===== src/lsi_control_pkg.sv =====
/*
 * Shared definitions for the LSI-11 control sequencer: state codes,
 * datapath command bit indices and one-hot operation indices.
 */
`default_nettype none

package lsi_control_pkg;

    localparam int WORD_W  = 16;
    localparam int STATE_W = 6;

    typedef logic [WORD_W-1:0] word_t;

    // ==============================
    // sequencer states
    // ==============================
    typedef enum logic [STATE_W-1:0] {
        BOOT_0   = 6'd0,
        FS_IF0   = 6'd1,
        FS_ID0   = 6'd3,
        FS_OF1   = 6'd6,
        FS_OF3   = 6'd8,
        FS_OF4   = 6'd9,
        EX_0     = 6'd16,
        WB_0     = 6'd32,
        TRAP_1   = 6'd49,
        TRAP_2   = 6'd50,
        TRAP_3   = 6'd51,
        TRAP_4   = 6'd52,
        TRAP_SVC = 6'd56
    } ctl_state_t;

    // ==============================
    // datapath command bits
    // ==============================
    typedef enum int {
        SETPCROM, PCALU1, ALUPC, SETOPC, DBAPC, ADRPC,
        REGSEL, SELSRC, SELDST, SELALU1, ALUREG, SETREG, CHANGE_OPR, RESET_BYTE,
        INC, INC2, DEC, DEC2, CLR, COM, NEG, TST, MOV, CMP, BIT, BIC, BIS, ADD,
        ALUSRC, ALUDST, ALUDSTB, ALUCC, DBISRC, DBIDST, SRCADR, DSTADR,
        DBASRC, DBADST, SRCALU1, DSTALU1, DSTALU2,
        DSTREG, DBODST, DBAADR,
        BUSERR, ERR, BPT, IOT, EMT, SVC, SAVE_STAT, DBIPC, VECTORPS,
        SPALU1, ALUSP, DBASP, DBOADR
    } dp_cmd_e;

    localparam int DP_CMD_W = 57;

    typedef logic [DP_CMD_W-1:0] dp_cmd_t;

    // one-hot operations from the predecoder
    typedef enum int {
        dclr, dcom, dinc, ddec, dneg, dtst,
        dmov, dcmp, dbit, dbic, dbis, dadd,
        dnop, dbpt, diot, demt, dtrap, dhalt
    } idc_op_e;

    localparam int IDC_OP_W = 18;

    typedef logic [IDC_OP_W-1:0] idc_op_t;

    // which operand the fetch states are working on
    typedef logic opnd_side_t;

    localparam opnd_side_t SRC_OP = 1'b0;
    localparam opnd_side_t DST_OP = 1'b1;

endpackage

`default_nettype wire


===== src/ctl_sequencer.sv =====
/*
 * State register and output registers of the sequencer. Takes the
 * request bundle of whichever phase decoder owns the current state.
 */
`timescale 1ns/10ps
`default_nettype none

module ctl_sequencer (
    input  logic                          clk,
    input  logic                          reset_n,
    input  logic                          ready,
    input  logic                          ierror,
    output lsi_control_pkg::ctl_state_t   state,
    output lsi_control_pkg::opnd_side_t   side,
    output logic                          bus_done,
    output logic                          bus_err,
    input  logic                          fd_owns, of_owns, ex_owns, tr_owns,
    input  lsi_control_pkg::ctl_state_t   fd_next_state, of_next_state,
    input  lsi_control_pkg::ctl_state_t   ex_next_state, tr_next_state,
    input  lsi_control_pkg::dp_cmd_t      fd_cmd, of_cmd, ex_cmd, tr_cmd,
    input  logic                          fd_rd_req, of_rd_req, ex_rd_req, tr_rd_req,
    input  logic                          fd_wr_req, of_wr_req, ex_wr_req, tr_wr_req,
    input  logic                          fd_byte_req, of_byte_req, ex_byte_req, tr_byte_req,
    input  logic                          fd_fetch_req, of_fetch_req, ex_fetch_req, tr_fetch_req,
    input  logic                          fd_side_chg, of_side_chg, ex_side_chg, tr_side_chg,
    input  lsi_control_pkg::opnd_side_t   fd_side_val, of_side_val, ex_side_val, tr_side_val,
    output lsi_control_pkg::dp_cmd_t      dp_cmd,
    output logic                          dati,
    output logic                          dato,
    output logic                          mbyte,
    output logic                          ifetch
);
    import lsi_control_pkg::*;

    logic [STATE_W-1:0] sel_next;
    dp_cmd_t            sel_cmd;
    logic               sel_rd, sel_wr, sel_byte, sel_fetch, sel_side_chg;
    opnd_side_t         sel_side_val;

    // response to the strobe registered last cycle
    assign bus_done = (dati | dato) & ready;
    assign bus_err  = ierror;

    // ==============================
    // owner select
    // ==============================
    // one owner per state; an unowned code falls back to BOOT_0
    assign sel_next = ({STATE_W{fd_owns}} & fd_next_state) | ({STATE_W{of_owns}} & of_next_state)
                    | ({STATE_W{ex_owns}} & ex_next_state) | ({STATE_W{tr_owns}} & tr_next_state);
    assign sel_cmd = ({DP_CMD_W{fd_owns}} & fd_cmd) | ({DP_CMD_W{of_owns}} & of_cmd)
                   | ({DP_CMD_W{ex_owns}} & ex_cmd) | ({DP_CMD_W{tr_owns}} & tr_cmd);
    assign sel_rd = (fd_owns & fd_rd_req) | (of_owns & of_rd_req)
                  | (ex_owns & ex_rd_req) | (tr_owns & tr_rd_req);
    assign sel_wr = (fd_owns & fd_wr_req) | (of_owns & of_wr_req)
                  | (ex_owns & ex_wr_req) | (tr_owns & tr_wr_req);
    assign sel_byte = (fd_owns & fd_byte_req) | (of_owns & of_byte_req)
                    | (ex_owns & ex_byte_req) | (tr_owns & tr_byte_req);
    assign sel_fetch = (fd_owns & fd_fetch_req) | (of_owns & of_fetch_req)
                     | (ex_owns & ex_fetch_req) | (tr_owns & tr_fetch_req);
    assign sel_side_chg = (fd_owns & fd_side_chg) | (of_owns & of_side_chg)
                        | (ex_owns & ex_side_chg) | (tr_owns & tr_side_chg);
    assign sel_side_val = (fd_owns & fd_side_val) | (of_owns & of_side_val)
                        | (ex_owns & ex_side_val) | (tr_owns & tr_side_val);

    // ==============================
    // registers
    // ==============================
    always_ff @(posedge clk or negedge reset_n) begin
        if (!reset_n) begin
            state  <= BOOT_0;
            side   <= SRC_OP;
            dp_cmd <= '0;
            dati   <= 1'b0;
            dato   <= 1'b0;
            mbyte  <= 1'b0;
            ifetch <= 1'b0;
        end else begin
            state  <= ctl_state_t'(sel_next);
            dp_cmd <= sel_cmd;
            dati   <= sel_rd;
            dato   <= sel_wr;
            ifetch <= sel_fetch;
            // byte flag sticks between accesses
            if (sel_rd | sel_wr)
                mbyte <= sel_byte;
            if (sel_side_chg)
                side <= sel_side_val;
        end
    end

endmodule

`default_nettype wire


===== src/execute_writeback.sv =====
/*
 * Execute state operation table and the writeback of the result to a
 * register or to memory.
 */
`timescale 1ns/10ps
`default_nettype none

module execute_writeback (
    input  lsi_control_pkg::ctl_state_t   state,
    input  lsi_control_pkg::word_t        opcode,
    input  lsi_control_pkg::idc_op_t      idc_op,
    input  logic                          bus_done,
    input  logic                          bus_err,
    output logic                          owns,
    output lsi_control_pkg::ctl_state_t   next_state,
    output lsi_control_pkg::dp_cmd_t      cmd,
    output logic                          rd_req,
    output logic                          wr_req,
    output logic                          byte_req,
    output logic                          fetch_req,
    output logic                          side_chg,
    output lsi_control_pkg::opnd_side_t   side_val
);
    import lsi_control_pkg::*;

    logic sop_hit, dop_hit, alu_hit, no_wb, trap_hit;

    assign sop_hit  = idc_op[dclr] | idc_op[dcom] | idc_op[dinc] | idc_op[ddec]
                    | idc_op[dneg] | idc_op[dtst];
    assign dop_hit  = idc_op[dmov] | idc_op[dcmp] | idc_op[dbit] | idc_op[dbic]
                    | idc_op[dbis] | idc_op[dadd];
    assign alu_hit  = sop_hit | dop_hit;
    // flags only, nothing to write back
    assign no_wb    = idc_op[dtst] | idc_op[dcmp] | idc_op[dbit];
    assign trap_hit = idc_op[dbpt] | idc_op[diot] | idc_op[demt] | idc_op[dtrap]
                    | idc_op[dhalt];

    assign owns = state inside {EX_0, WB_0};

    always_comb begin
        cmd        = '0;
        next_state = state;
        rd_req     = 1'b0;
        wr_req     = 1'b0;
        byte_req   = 1'b0;
        fetch_req  = 1'b0;
        side_chg   = 1'b0;
        side_val   = DST_OP;
        case (state)
            EX_0: begin
                cmd[DSTALU1] = sop_hit;
                cmd[SRCALU1] = dop_hit;
                cmd[DSTALU2] = dop_hit & ~idc_op[dmov];
                cmd[ALUDSTB] = sop_hit | (dop_hit & ~no_wb & ~idc_op[dmov]);
                cmd[ALUDST]  = idc_op[dmov];
                cmd[ALUCC]   = alu_hit;
                cmd[CLR]     = idc_op[dclr];
                cmd[COM]     = idc_op[dcom];
                cmd[INC]     = idc_op[dinc];
                cmd[DEC]     = idc_op[ddec];
                cmd[NEG]     = idc_op[dneg];
                cmd[TST]     = idc_op[dtst];
                cmd[MOV]     = idc_op[dmov];
                cmd[CMP]     = idc_op[dcmp];
                cmd[BIT]     = idc_op[dbit];
                cmd[BIC]     = idc_op[dbic];
                cmd[BIS]     = idc_op[dbis];
                cmd[ADD]     = idc_op[dadd];
                cmd[BPT]     = idc_op[dbpt];
                cmd[IOT]     = idc_op[diot];
                cmd[EMT]     = idc_op[demt];
                cmd[SVC]     = idc_op[dtrap];
                // halt traps like a bus error, as on the VM1
                cmd[BUSERR]  = idc_op[dhalt];
                if (alu_hit)
                    next_state = no_wb ? FS_IF0 : WB_0;
                else if (trap_hit)
                    next_state = TRAP_SVC;
                else
                    next_state = FS_IF0;
            end
            WB_0: begin
                if (opcode[5:3] == 3'b000) begin
                    cmd[DSTREG] = 1'b1;
                    cmd[SETREG] = 1'b1;
                    next_state  = FS_IF0;
                end else if (bus_err) begin
                    cmd[BUSERR] = 1'b1;
                    next_state  = TRAP_SVC;
                end else if (bus_done) begin
                    next_state = FS_IF0;
                end else begin
                    wr_req      = 1'b1;
                    byte_req    = opcode[15];
                    cmd[DBODST] = 1'b1;
                    cmd[DBAADR] = 1'b1;
                end
            end
            default: ;
        endcase
    end

endmodule

`default_nettype wire


===== src/fetch_decode.sv =====
/*
 * Boot step, instruction fetch with PC increment, and dispatch on the
 * predecoded instruction class.
 */
`timescale 1ns/10ps
`default_nettype none

module fetch_decode (
    input  lsi_control_pkg::ctl_state_t   state,
    input  lsi_control_pkg::opnd_side_t   side,
    input  logic                          bus_done,
    input  logic                          bus_err,
    input  logic                          idc_unused,
    input  logic                          idc_nof,
    input  logic                          idc_sop,
    input  logic                          idc_dop,
    output logic                          owns,
    output lsi_control_pkg::ctl_state_t   next_state,
    output lsi_control_pkg::dp_cmd_t      cmd,
    output logic                          rd_req,
    output logic                          wr_req,
    output logic                          byte_req,
    output logic                          fetch_req,
    output logic                          side_chg,
    output lsi_control_pkg::opnd_side_t   side_val
);
    import lsi_control_pkg::*;

    assign owns = state inside {BOOT_0, FS_IF0, FS_ID0};

    always_comb begin
        cmd        = '0;
        next_state = state;
        rd_req     = 1'b0;
        wr_req     = 1'b0;
        byte_req   = 1'b0;
        fetch_req  = 1'b0;
        side_chg   = 1'b0;
        side_val   = side;
        case (state)
            BOOT_0: begin
                cmd[SETPCROM] = 1'b1;
                next_state    = FS_IF0;
            end
            FS_IF0: begin
                if (bus_err) begin
                    cmd[BUSERR] = 1'b1;
                    next_state  = TRAP_SVC;
                end else if (bus_done) begin
                    // opcode latched, step PC past it
                    cmd[PCALU1] = 1'b1;
                    cmd[INC2]   = 1'b1;
                    cmd[ALUPC]  = 1'b1;
                    cmd[SETOPC] = 1'b1;
                    next_state  = FS_ID0;
                end else begin
                    rd_req     = 1'b1;
                    fetch_req  = 1'b1;
                    cmd[DBAPC] = 1'b1;
                end
            end
            FS_ID0: begin
                side_chg = idc_sop | idc_dop;
                if (idc_nof & ~idc_unused) begin
                    next_state = EX_0;
                end else if (idc_sop & ~idc_unused) begin
                    cmd[CHANGE_OPR] = 1'b1;
                    side_val        = SRC_OP;
                    next_state      = FS_OF1;
                end else if (idc_dop & ~idc_unused) begin
                    side_val   = DST_OP;
                    next_state = FS_OF1;
                end else begin
                    // unused opcode, or no class at all
                    side_chg   = 1'b0;
                    cmd[ERR]   = 1'b1;
                    next_state = TRAP_SVC;
                end
            end
            default: ;
        endcase
    end

endmodule

`default_nettype wire


===== src/lsi_control.sv =====
/*
 * Control sequencer top level. Connects the state register to the
 * fetch/decode, operand fetch, execute/writeback and trap decoders.
 */
`timescale 1ns/10ps
`default_nettype none

module lsi_control (
    input  logic                       clk,
    input  logic                       reset_n,
    input  lsi_control_pkg::word_t     opcode,
    input  logic                       idc_unused,
    input  logic                       idc_nof,
    input  logic                       idc_sop,
    input  logic                       idc_dop,
    input  lsi_control_pkg::idc_op_t   idc_op,
    input  logic                       ready,
    input  logic                       ierror,
    output lsi_control_pkg::dp_cmd_t   dp_cmd,
    output logic                       dati,
    output logic                       dato,
    output logic                       mbyte,
    output logic                       ifetch
);
    import lsi_control_pkg::*;

    ctl_state_t state, fd_next_state, of_next_state, ex_next_state, tr_next_state;
    opnd_side_t side, fd_side_val, of_side_val, ex_side_val, tr_side_val;
    dp_cmd_t    fd_cmd, of_cmd, ex_cmd, tr_cmd;
    logic       bus_done, bus_err;
    logic       fd_owns, of_owns, ex_owns, tr_owns;
    logic       fd_rd_req, of_rd_req, ex_rd_req, tr_rd_req;
    logic       fd_wr_req, of_wr_req, ex_wr_req, tr_wr_req;
    logic       fd_byte_req, of_byte_req, ex_byte_req, tr_byte_req;
    logic       fd_fetch_req, of_fetch_req, ex_fetch_req, tr_fetch_req;
    logic       fd_side_chg, of_side_chg, ex_side_chg, tr_side_chg;

    ctl_sequencer u_seq (.*);

    fetch_decode u_fd (
        .state(state), .side(side), .bus_done(bus_done), .bus_err(bus_err),
        .idc_unused(idc_unused), .idc_nof(idc_nof), .idc_sop(idc_sop), .idc_dop(idc_dop),
        .owns(fd_owns), .next_state(fd_next_state), .cmd(fd_cmd),
        .rd_req(fd_rd_req), .wr_req(fd_wr_req), .byte_req(fd_byte_req),
        .fetch_req(fd_fetch_req), .side_chg(fd_side_chg), .side_val(fd_side_val)
    );

    operand_fetch u_of (
        .state(state), .side(side), .opcode(opcode), .bus_done(bus_done), .bus_err(bus_err),
        .owns(of_owns), .next_state(of_next_state), .cmd(of_cmd),
        .rd_req(of_rd_req), .wr_req(of_wr_req), .byte_req(of_byte_req),
        .fetch_req(of_fetch_req), .side_chg(of_side_chg), .side_val(of_side_val)
    );

    execute_writeback u_ex (
        .state(state), .opcode(opcode), .idc_op(idc_op), .bus_done(bus_done),
        .bus_err(bus_err),
        .owns(ex_owns), .next_state(ex_next_state), .cmd(ex_cmd),
        .rd_req(ex_rd_req), .wr_req(ex_wr_req), .byte_req(ex_byte_req),
        .fetch_req(ex_fetch_req), .side_chg(ex_side_chg), .side_val(ex_side_val)
    );

    trap_sequencer u_tr (
        .state(state), .bus_done(bus_done), .bus_err(bus_err),
        .owns(tr_owns), .next_state(tr_next_state), .cmd(tr_cmd),
        .rd_req(tr_rd_req), .wr_req(tr_wr_req), .byte_req(tr_byte_req),
        .fetch_req(tr_fetch_req), .side_chg(tr_side_chg), .side_val(tr_side_val)
    );

endmodule

`default_nettype wire


===== src/operand_fetch.sv =====
/*
 * Operand fetch for register, autoincrement, autodecrement and the
 * deferred forms of each. Handles source then destination.
 */
`timescale 1ns/10ps
`default_nettype none

module operand_fetch (
    input  lsi_control_pkg::ctl_state_t   state,
    input  lsi_control_pkg::opnd_side_t   side,
    input  lsi_control_pkg::word_t        opcode,
    input  logic                          bus_done,
    input  logic                          bus_err,
    output logic                          owns,
    output lsi_control_pkg::ctl_state_t   next_state,
    output lsi_control_pkg::dp_cmd_t      cmd,
    output logic                          rd_req,
    output logic                          wr_req,
    output logic                          byte_req,
    output logic                          fetch_req,
    output logic                          side_chg,
    output lsi_control_pkg::opnd_side_t   side_val
);
    import lsi_control_pkg::*;

    logic [1:0] mode;
    logic       indr, sppc, byte_op, byte_step, is_dst, addr_read;

    assign mode      = opcode[5:4];
    assign indr      = opcode[3];
    assign sppc      = opcode[2] & opcode[1];
    assign byte_op   = opcode[15];
    // SP and PC always step by two, as do pointers
    assign byte_step = byte_op & ~(indr | sppc);
    assign is_dst    = (side == DST_OP);
    // deferred first read fetches a pointer, not the operand
    assign addr_read = (state == FS_OF3) & indr;

    assign owns = state inside {FS_OF1, FS_OF3, FS_OF4};

    always_comb begin
        cmd        = '0;
        next_state = state;
        rd_req     = 1'b0;
        wr_req     = 1'b0;
        byte_req   = 1'b0;
        fetch_req  = 1'b0;
        side_chg   = 1'b0;
        side_val   = DST_OP;
        case (state)
            FS_OF1: begin
                cmd[REGSEL] = (mode != 2'b11);
                if (mode == 2'b00) begin
                    cmd[SELSRC] = ~is_dst;
                    cmd[SELDST] = is_dst;
                    if (indr)
                        next_state = FS_OF4;
                    else if (is_dst)
                        next_state = EX_0;
                    else begin
                        cmd[CHANGE_OPR] = 1'b1;
                        side_chg        = 1'b1;
                    end
                end else if (mode != 2'b11) begin
                    cmd[SELALU1] = 1'b1;
                    cmd[ALUREG]  = 1'b1;
                    cmd[SETREG]  = 1'b1;
                    cmd[INC]     = mode[0] & byte_step;
                    cmd[INC2]    = mode[0] & ~byte_step;
                    cmd[DEC]     = mode[1] & byte_step;
                    cmd[DEC2]    = mode[1] & ~byte_step;
                    // autoinc addresses the old value, autodec the new one
                    cmd[SELSRC]  = mode[0] & ~is_dst;
                    cmd[SELDST]  = mode[0] & is_dst;
                    cmd[ALUSRC]  = mode[1] & ~is_dst;
                    cmd[ALUDST]  = mode[1] & is_dst;
                    next_state   = FS_OF3;
                end else begin
                    // index mode not supported
                    cmd[ERR]   = 1'b1;
                    next_state = TRAP_SVC;
                end
            end
            FS_OF3, FS_OF4: begin
                if (bus_err) begin
                    cmd[BUSERR] = 1'b1;
                    next_state  = TRAP_SVC;
                end else if (bus_done) begin
                    cmd[DBIDST] = is_dst;
                    cmd[DSTADR] = is_dst;
                    cmd[DBISRC] = ~is_dst;
                    cmd[SRCADR] = ~is_dst;
                    if (addr_read)
                        next_state = FS_OF4;
                    else if (is_dst)
                        next_state = EX_0;
                    else begin
                        cmd[CHANGE_OPR] = 1'b1;
                        side_chg        = 1'b1;
                        next_state      = FS_OF1;
                    end
                end else begin
                    rd_req      = 1'b1;
                    byte_req    = byte_op & ~addr_read;
                    cmd[DBASRC] = ~is_dst;
                    cmd[DBADST] = is_dst;
                end
            end
            default: ;
        endcase
    end

endmodule

`default_nettype wire


===== src/trap_sequencer.sv =====
/*
 * Trap entry: save status, read the new PC and PS from the vector,
 * then push the old PS and PC onto the stack.
 */
`timescale 1ns/10ps
`default_nettype none

module trap_sequencer (
    input  lsi_control_pkg::ctl_state_t   state,
    input  logic                          bus_done,
    input  logic                          bus_err,
    output logic                          owns,
    output lsi_control_pkg::ctl_state_t   next_state,
    output lsi_control_pkg::dp_cmd_t      cmd,
    output logic                          rd_req,
    output logic                          wr_req,
    output logic                          byte_req,
    output logic                          fetch_req,
    output logic                          side_chg,
    output lsi_control_pkg::opnd_side_t   side_val
);
    import lsi_control_pkg::*;

    logic vec_read;

    assign owns     = state inside {TRAP_SVC, TRAP_1, TRAP_2, TRAP_3, TRAP_4};
    // first two steps read the vector, last two push
    assign vec_read = (state == TRAP_1) | (state == TRAP_2);

    always_comb begin
        cmd        = '0;
        next_state = state;
        rd_req     = 1'b0;
        wr_req     = 1'b0;
        byte_req   = 1'b0;
        fetch_req  = 1'b0;
        side_chg   = 1'b0;
        side_val   = SRC_OP;
        if (state == TRAP_SVC) begin
            cmd[RESET_BYTE] = 1'b1;
            cmd[SAVE_STAT]  = 1'b1;
            next_state      = TRAP_1;
        end else if (owns & bus_err) begin
            // fault inside the sequence starts it over
            cmd[BUSERR] = 1'b1;
            next_state  = TRAP_SVC;
        end else if (owns & bus_done) begin
            case (state)
                TRAP_1: begin
                    cmd[DBIPC]   = 1'b1;
                    cmd[SRCALU1] = 1'b1;
                    cmd[INC2]    = 1'b1;
                    cmd[ALUSRC]  = 1'b1;
                    next_state   = TRAP_2;
                end
                TRAP_2, TRAP_3: begin
                    cmd[VECTORPS] = (state == TRAP_2);
                    cmd[SPALU1]   = 1'b1;
                    cmd[DEC2]     = 1'b1;
                    cmd[ALUSP]    = 1'b1;
                    next_state    = (state == TRAP_2) ? TRAP_3 : TRAP_4;
                end
                default: next_state = FS_IF0;
            endcase
        end else if (owns) begin
            rd_req      = vec_read;
            wr_req      = ~vec_read;
            cmd[DBASRC] = vec_read;
            cmd[DBODST] = (state == TRAP_3);
            cmd[DBOADR] = (state == TRAP_4);
            cmd[DBASP]  = ~vec_read;
        end
    end

endmodule

`default_nettype wire

===== config.mk =====
export PLATFORM = sky130hd
export DESIGN_NAME = lsi_control
export DESIGN_NICKNAME = d
export VERILOG_FILES = /design/src/lsi_control_pkg.sv /design/src/ctl_sequencer.sv /design/src/execute_writeback.sv /design/src/fetch_decode.sv /design/src/lsi_control.sv /design/src/operand_fetch.sv /design/src/trap_sequencer.sv
export SDC_FILE = /design/constraint.sdc
export NUM_CORES = 1
export LEC_CHECK = 0
export ABC_CLOCK_PERIOD_IN_PS = 2500
export BUFFER_PORTS_ARGS = -buffer_cell sky130_fd_sc_hd__buf_2
export CAP_MARGIN = 20
export CORE_MARGIN = 3
export CORE_UTILIZATION = 40
export CTS_CLUSTER_SIZE = 24
export DETAILED_ROUTE_END_ITERATION = 7
export PLACE_DENSITY_LB_ADDON = 0.2
export SYNTH_ARGS = -nofsm -noshare
export SYNTH_HDL_FRONTEND = slang
export SYNTH_SLANG_ARGS = --single-unit

===== constraint.sdc =====
create_clock -name clk -period 2.5 [get_ports clk]
set_input_delay 0.125 -clock clk [delete_from_list [all_inputs] [get_ports clk]]
set_output_delay 0.125 -clock clk [all_outputs]
set_load 0.01 [all_outputs]

==> implementation parameters, run 1 <==
Parameter                              Value

Global routing
  Number of antenna violations at the first check in global routing    0
  First-pass GRT wire length    12,300 um
  Global routing usage summed across all routing layers    19.0%
  Number of global-route vias before repair    2,419
  Total global routing overflow    0
  Maximum number of pins on one net before global-route repair    60

Synth
  Library cells used by synthesis    58
  Cell type with the highest aggregate area in the netlist    sky130_fd_sc_hd__dfrtp_1
  Synthesized netlist net count    340
  Area share of the leading cell type in the synthesized netlist    51.3%
  Async set-or-reset flop fraction in the synthesized netlist    100%
  Area of the mapped netlist    2880 um2
  Synth Warn #    0
  Top area cells in the synthesized netlist    sky130_fd_sc_hd__dfrtp_1, sky130_fd_sc_hd__nand2_1, sky130_fd_sc_hd__and3_1
  Count of flip-flops with a built-in enable after synthesis    0
  Flip-flop and latch count after synthesis    59
  Synthesized area per cell    9.75 um2
  Share of the yosys chip area belonging to registers    51.3%
  Flip-flop cell with the highest count after synthesis    sky130_fd_sc_hd__dfrtp_1
  Number of cells produced by synthesis    295

Placement
  Cell Count Post-Placement    468
  Final RePlAce weighted congestion    0.887
  Half-perimeter wire length of the detailed placement result    5460 um
  Port Buffer Count    90
  Placed inst area    3380 um2

Route
  Detailed-route wire length    7540 um
  DR pass1 iterations    4
  Remaining antenna violation count    0
  Average wire per standard cell    15.5 um
  Average via count per standard cell    5.23
  Routed via count    2,540
  Number of design rule violations left after detail routing    0
  Number of design-rule violations left by the first detailed-router iteration    256

Floorplan
  Die outline area    8240 um2
  Initial core utilization    41.9%
  X dimension of the die    90.8 um
  Num ports    103
  Chip height    90.8 um
  Placeable core area    6870 um2
  Number of standard-cell rows in the floorplan    30

Critical path
  Endpoint of the worst-slack reg-to-reg timing path    u_seq.mbyte
  Total buffers and inverters traversed by the critical path    1
  Critical path startpoint category    flop
  Max stage delay on crit path    0.57 ns
  Worst Path Class, Setup    flop to flop
  Kind of end point of the critical path    flop
  Worst setup slack for register-to-register paths    0.37 ns
  Max FO, Critical Path    17
  Number of cells on the worst reg-to-reg path    6
  Crit-path leading delay family    compound AO/OA/AOI/OAI gates
  Source of the worst register-to-register timing path    u_seq.state[2]
  Critical-path cell list    nor3b_1, o311ai_1, o311ai_0, buf_4, nand2_1, a32o_1
  Critical path's slowest cell    sky130_fd_sc_hd__dfrtp_1
  Required time of the critical path    2.72 ns
  Worst EP arrival    2.35 ns

Power and ir drop
  P per Cell Area    912 nW/um2
  Static power due to leakage    1.97 nW
  Int Pwr    2.14 mW
  Clk pwr share    29.8%
  Maximum VDD drop    0.385 mV
  Sw frac    35.5%
  Share of total power in sequential cells    37.7%
  Tot Pwr    3.31 mW
  Part of the total power dissipated in combinational logic    32.5%
  Net Sw Power    1.17 mW

Clock network
  TritonCTS clock tree    done
  Post-CTS Hold Fix Bufs    2
  Root Driver    sky130_fd_sc_hd__clkbuf_8
  Worst-skew pair later-pin latency    0.34 ns
  Clock transition at the registers of the reported paths    0.07 ns
  Deepest clock path buffer count    2
  Count of clock tree sinks    59
  Number of levels in the clock H-tree    3
  Number of setup buffers added after CTS    0
  Resized cells post-CTS    0
  Number of buffers created by CTS    9

Min path
  Hold WC Path Type    primary input to flop
  Hold Path Stages    3
  Hold Crit Start    idc_op[17]
  Destination of the worst hold path    u_seq.dp_cmd[44]

Cells and area
  ANT cells    0
  Most frequent cells in the layout    sky130_fd_sc_hd__buf_2, sky130_fd_sc_hd__dfrtp_1, sky130_fd_sc_hd__nand2_1, sky130_fd_sc_hd__nor2_1, sky130_fd_sc_hd__o21ai_0
  Fin nets    430
  Syn-to-layout area delta    26.2%
  Final cell count without fillers    486
  Layout Cell Area excl Fill    3630 um2
  Leading cell type in the layout, fill and taps excluded    sky130_fd_sc_hd__buf_2
  Share of post-route cells with drive strength above 1    32.8%

Timing
  Max-slew headroom at the worst pin    38.2%
  Period Utilization, post-route    85.2%
  Total count of hold-check failures in the final report    0
  Upper clock frequency limit    0.469 GHz
  Slew at the pin closest to its max-slew limit    0.913 ns
  Setup TNS after final layout    0 ns
  Endpoints failing setup    0
  Clock period minus final worst setup slack    2.13 ns
  Final Max Slew Viols    0
  Setup repair after global routing missed its margin    false
  Max Clock Skew    0.0121 ns

Run
  Max capacitance violation total    0

Status
  Run status    finished, final reports clean
[Yosys cell counts (all sizes together) (2+ instances only)]
cell    instances
mux2i           2
o21ai          19
a21oi          13
or3             5
or2             2
nand4           5
nor2           25
o21bai          2
and3           17
a221oi          2
or4             4
nor4            9
inv            11
nor3           12
nand2          29
nor3b           2
and2            5
dfrtp          59
o31ai           2
o21a            2
clkbuf          5
ha              3
buf            19
xor2            3
o311ai          2
nand3b          4
a211o           2
a31o            2
nor2b           5
nand3           7
[worst reg2reg max path: stages (launching register included)]
cell and delay (ns):
sky130_fd_sc_hd__dfrtp_1 0.57, sky130_fd_sc_hd__nor3b_1 0.44, sky130_fd_sc_hd__o311ai_1 0.37, sky130_fd_sc_hd__o311ai_0 0.19, sky130_fd_sc_hd__buf_4 0.19, sky130_fd_sc_hd__nand2_1 0.05
sky130_fd_sc_hd__a32o_1 0.20
[area by class of cell]
type	instances	area, um2
Fill cell	665	3240
Sequential cell	59	1480
Multi-Input combinational cell	200	1210
Timing Repair Buffer	103	553
Clock buffer	11	141
Tap cell	96	120
Clock inverter	5	85.1
Inverter	12	45.0
[layer usage]
metal | up-vias | GRT usage [%] | wire [um]
met4 | 0 | 7.29 | 121
met2 | 104 | 27.7 | 3450
met1 | 1206 | 26.2 | 3300
met3 | 14 | 6.17 | 676
met5 | - | 0 | 0
li1 | 1216 | - | -
[power groups by stage]
stage / combinational (mW) / clock (mW) / sequential [mW]
floorplan: 0.720 / 0 / 1.23
global placement: 1.06 / 0 / 1.26
detailed placement: 1.07 / 0 / 1.26
CTS: 1.07 / 1.01 / 1.24
global route: 1.18 / 1.05 / 1.27
finish: 1.08 / 0.985 / 1.25
[state kept, by name, indices dropped and copies added, names as in the netlist]
register / cells
u_seq.dp_cmd: 48
u_seq.state: 6
u_seq.dati: 1
u_seq.dato: 1
u_seq.ifetch: 1
u_seq.mbyte: 1
u_seq.side: 1
[cell families (layout without fill, tap and decap cells)]
kind of cell	Yosys count	after routing	share of synthesized area, %
AOI/OAI and AO/OA	55	55	12.5
DFF	59	59	51.3
other	1	1	0.130
xor gates and xnor gates	4	4	1.22
buffers and inverters	36	131	6.70
adders and majority gates	3	3	1.31
muxes	2	2	0.696
and+or+nand+nor	135	135	26.1
[how the worst max path moves through the flow]
stage	startpoint	to	cells after the start
2_1_floorplan	u_seq.dato	u_seq.state[0]	5
3_3_place_gp	u_seq.state[1]	u_seq.dp_cmd[30]	6
3_5_place_dp	u_seq.state[2]	u_seq.mbyte	6
4_1_cts	u_seq.state[2]	u_seq.mbyte	6
5_1_grt	u_seq.state[2]	u_seq.mbyte	6
6_report	u_seq.state[2]	u_seq.mbyte	6
[per-stage QoR]
step | util, % | setup slack, ns | hold slack, ns
floorplan | - | 0.714 | -0.171
global placement | 49.2 | 0.451 | 0.318
detailed placement | 49.2 | 0.411 | 0.319
CTS | 52.8 | 0.384 | 0.0131
global route | 52.8 | 0.203 | 0.0162
finish | 52.8 | 0.369 | 0.0249
No activity file was read; power rests on OpenSTA's default activity.
==> run 2, diff against run 1 <==
--- a/config.mk
+++ b/config.mk
@@ -8,6 +8,7 @@
 export ABC_CLOCK_PERIOD_IN_PS = 2500
 export BUFFER_PORTS_ARGS = -buffer_cell sky130_fd_sc_hd__buf_2
 export CAP_MARGIN = 20
+export CORE_ASPECT_RATIO = 0.75
 export CORE_MARGIN = 3
 export CORE_UTILIZATION = 40
 export CTS_CLUSTER_SIZE = 24
@@ -15,4 +16,5 @@
 export PLACE_DENSITY_LB_ADDON = 0.2
 export SYNTH_ARGS = -nofsm -noshare
 export SYNTH_HDL_FRONTEND = slang
+export SYNTH_HIERARCHICAL = 1
 export SYNTH_SLANG_ARGS = --single-unit
==> run 2 against run 1 <==
Combinational power grew to 3.4 times the previous value. Clock power up 29%. Wire length up 98%. Synthesized cell count up 140%. Final area is 81% higher. Power rose by 110%. Synthesized area is 120% higher. Critical path depth is 1 higher. Fmax fell by 8.5%. Count of clock-buffer cells in the layout down 1. Sequential share of layout area is 15 points lower. Flip-flop and latch count increased by 9. Largest cell class is now multi-input combinational cells. Largest power group is now combinational logic.
==> implementation parameters, run 2 <==
Parameter                              Value

Status
  Run status    finished, final reports clean

Global routing
  Maximum number of pins on one net before global-route repair    69 (+15%)
  Number of antenna violations at the first check in global routing    0 (unchanged)
  Total global routing overflow    0 (unchanged)
  Global routing usage summed across all routing layers    17.6% (-1.4 points)
  Number of global-route vias before repair    4,607 (+90%)
  First-pass GRT wire length    24,500 um (+99%)

Timing
  Setup repair after global routing missed its margin    false
  Setup TNS after final layout    0 ns (unchanged)
  Max-slew headroom at the worst pin    40.4% (+2.2 points)
  Total count of hold-check failures in the final report    0 (unchanged)
  Final Max Slew Viols    0 (unchanged)
  Endpoints failing setup    0 (unchanged)
  Upper clock frequency limit    0.429 GHz (-8.5%)
  Period Utilization, post-route    93.2% (+7.9 points)
  Slew at the pin closest to its max-slew limit    0.894 ns (-0.0193 ns)
  Max Clock Skew    0.00891 ns (-0.00315 ns)
  Clock period minus final worst setup slack    2.33 ns (+0.199 ns)

Cells and area
  Fin nets    826 (+92%)
  Final cell count without fillers    990 (+100%)
  Number of fill cells in the layout    1,564 (+140%)
  Top register by number of flip-flops    u_seq/dp_cmd
  Most frequent cells in the layout    sky130_fd_sc_hd__conb_1, sky130_fd_sc_hd__buf_2, sky130_fd_sc_hd__nand2_1, sky130_fd_sc_hd__a22oi_1, sky130_fd_sc_hd__dfrtp_1
  Leading cell type in the layout, fill and taps excluded    sky130_fd_sc_hd__conb_1
  Syn-to-layout area delta    2.52%
  Share of post-route cells with drive strength above 1    28.4% (-4.4 points)
  ANT cells    0 (unchanged)
  Largest regs    u_seq/dp_cmd (57), u_seq/state (6)
  Flip-flop count of the largest register, all copies and words added    57 (+19%)

Floorplan
  Die outline area    17,600 um2 (+110%)
  Number of standard-cell rows in the floorplan    39 (+30%)
  X dimension of the die    152 um (+68%)
  Initial core utilization    41.4% (-0.44 points)
  Placeable core area    15,500 um2 (+130%)
  Num ports    103 (unchanged)
  Chip height    116 um (+27%)

Critical path
  Worst EP arrival    2.55 ns (+0.20 ns)
  Critical path startpoint category    flop
  Required time of the critical path    2.72 ns (about the same)
  Max FO, Critical Path    12 (-5)
  Worst Path Class, Setup    flop to flop
  Kind of end point of the critical path    flop

Clock network
  Root Driver    sky130_fd_sc_hd__clkbuf_16
  Number of levels in the clock H-tree    3 (unchanged)
  Count of clock tree sinks    68 (+15%)
  TritonCTS clock tree    done
  Worst-skew pair later-pin latency    0.34 ns (about the same)
  Clock transition at the registers of the reported paths    0.06 ns (about the same)
  Number of buffers created by CTS    9 (unchanged)
  Deepest clock path buffer count    2 (unchanged)
  Number of setup buffers added after CTS    0 (unchanged)

Route
  Average via count per standard cell    4.68 (-10%)
  Detailed-route wire length    14,900 um (+98%)
  Number of design-rule violations left by the first detailed-router iteration    252 (-1.6%)
  Remaining antenna violation count    0 (unchanged)
  Routed via count    4,638 (+83%)
  Number of design rule violations left after detail routing    0 (unchanged)
  DR pass1 iterations    5 (+1)
  Average wire per standard cell    15.1 um (-2.7%)

Synth
  Number of cells produced by synthesis    712 (+140%)
  Top area cells in the synthesized netlist    sky130_fd_sc_hd__dfrtp_1, sky130_fd_sc_hd__buf_4, sky130_fd_sc_hd__a22oi_2
  Synthesized area per cell    9.00 um2 (-7.7%)
  Share of the yosys chip area belonging to registers    26.6% (-25 points)
  Library cell with the highest instance count after synthesis    sky130_fd_sc_hd__buf_4
  Count of flip-flops with a built-in enable after synthesis    0 (unchanged)
  Synth Warn #    6 (+6)
  Most frequent cells after synthesis    sky130_fd_sc_hd__buf_4, sky130_fd_sc_hd__nand2_1, sky130_fd_sc_hd__a22oi_1
  Area share of the leading cell type in the synthesized netlist    26.6% (-25 points)
  Library cells used by synthesis    70 (+21%)
  Flip-flop and latch count after synthesis    68 (+15%)
  Async set-or-reset flop fraction in the synthesized netlist    100% (unchanged)
  Area of the mapped netlist    6410 um2 (+120%)
  Cell type with the highest aggregate area in the netlist    sky130_fd_sc_hd__dfrtp_1
  Flip-flop cell with the highest count after synthesis    sky130_fd_sc_hd__dfrtp_1

Placement
  Port Buffer Count    91 (+1.1%)
  Final RePlAce weighted congestion    0.858 (-3.3%)
  Half-perimeter wire length of the detailed placement result    11,000 um (+100%)
  Cell Count Post-Placement    974 (+110%)

Power and ir drop
  P per Cell Area    1030 nW/um2 (+13%)
  Maximum VDD drop    0.496 mV (+29%)
  Static power due to leakage    3.23 nW (+64%)

Run
  Max capacitance violation total    0 (unchanged)

Min path
  Hold WC Path Type    primary input to flop
[run 2: changes by cell type after synthesis, moves of 11 or more]
| cell | previous run | this run |
|---|---|---|
| sky130_fd_sc_hd__buf_4 | 11 | 196 |
| sky130_fd_sc_hd__a22oi_1 | 0 | 85 |
| sky130_fd_sc_hd__nand2_1 | 29 | 88 |
| sky130_fd_sc_hd__a22oi_2 | 0 | 51 |
| sky130_fd_sc_hd__and2_1 | 4 | 19 |
| sky130_fd_sc_hd__and3_1 | 17 | 4 |
| sky130_fd_sc_hd__o21ai_0 | 18 | 7 |
[run 2: through the flow]
step | util [%] | hold WS (ns) | area [um2] | setup slack, ns | power (mW)
floorplan | - | -0.171 | 7020 | 0.480 | 4.67
global placement | 40.4 | 0.319 | 6250 | 0.180 | 5.47
detailed placement | 40.4 | 0.326 | 6250 | 0.146 | 5.51
CTS | 42.4 | 0.140 | 6550 | 0.0983 | 6.84
global route | 42.5 | 0.159 | 6570 | 0.00205 | 7.36
finish | 42.5 | 0.151 | 6570 | 0.170 | 6.79
[run 2: final cells by class]
type | count | area (um2) | share of cell area (%)
Clock inverter | 5 | 52.6 | 0.800
Tap cell | 205 | 256 | 3.90
Multi-Input combinational cell | 561 | 3510 | 53.4
Inverter | 14 | 52.6 | 0.800
Timing Repair Buffer | 127 | 756 | 11.5
Sequential cell | 68 | 1700 | 25.9
Clock buffer | 10 | 239 | 3.64
[run 2: metal layers]
metal | global-route usage, % | wire [um] | up-vias
li1 | - | - | 2310
met1 | 24.3 | 7340 | 2182
met2 | 27.3 | 6550 | 127
met3 | 4.29 | 843 | 19
met4 | 5.51 | 208 | 0
met5 | 0 | 0 | -
[run 2: kinds of logic after synthesis]
| kind of cell | synth area share [%] |
|---|---|
| flops | 26.6 |
| buf+inv | 28.8 |
| other cells | 0.351 |
| simple gates | 17.3 |
| xor+xnor | 0.273 |
| fa+ha+maj | 0.586 |
| compound gates | 26.2 |
[run 2: final timing paths]
kind                                startpoint          endpoint  slack (ns)  depth (start not counted)
worst max-delay path            u_seq/state[2]       u_seq/mbyte        0.17                          7
worst min-delay path                idc_op[16]  u_seq/dp_cmd[49]        0.15                          4
worst max register to register  u_seq/state[2]       u_seq/mbyte        0.17                          7
worst min register to register     u_seq/mbyte       u_seq/mbyte        0.52                          1
max in group asynchronous              reset_n  u_seq/dp_cmd[51]        1.46                          2
min in group asynchronous              reset_n  u_seq/dp_cmd[13]        0.46                          2
[run 2: timing repair]
item                                    CTS  global route
endpoints found under the hold margin    68             0
resized for setup                         0             3
hold buffers                              1             0
endpoints found under the setup margin    0             5
[run 2: critical path: stages, from the launching register on]
cell and delay, ns:
sky130_fd_sc_hd__dfrtp_1 0.58, sky130_fd_sc_hd__or3_1 0.42, sky130_fd_sc_hd__a31oi_1 0.25, sky130_fd_sc_hd__or2_1 0.23, sky130_fd_sc_hd__inv_2 0.14, sky130_fd_sc_hd__a22oi_1 0.20
sky130_fd_sc_hd__nand2_1 0.12, sky130_fd_sc_hd__o31a_1 0.29
[run 2: where the power goes]
group          total [mW]  internal (mW)  switching (mW)
clock                1.27          0.788           0.485
combinational        3.66           1.49            2.17
sequential           1.86           1.58           0.280
total                6.79           3.85            2.93
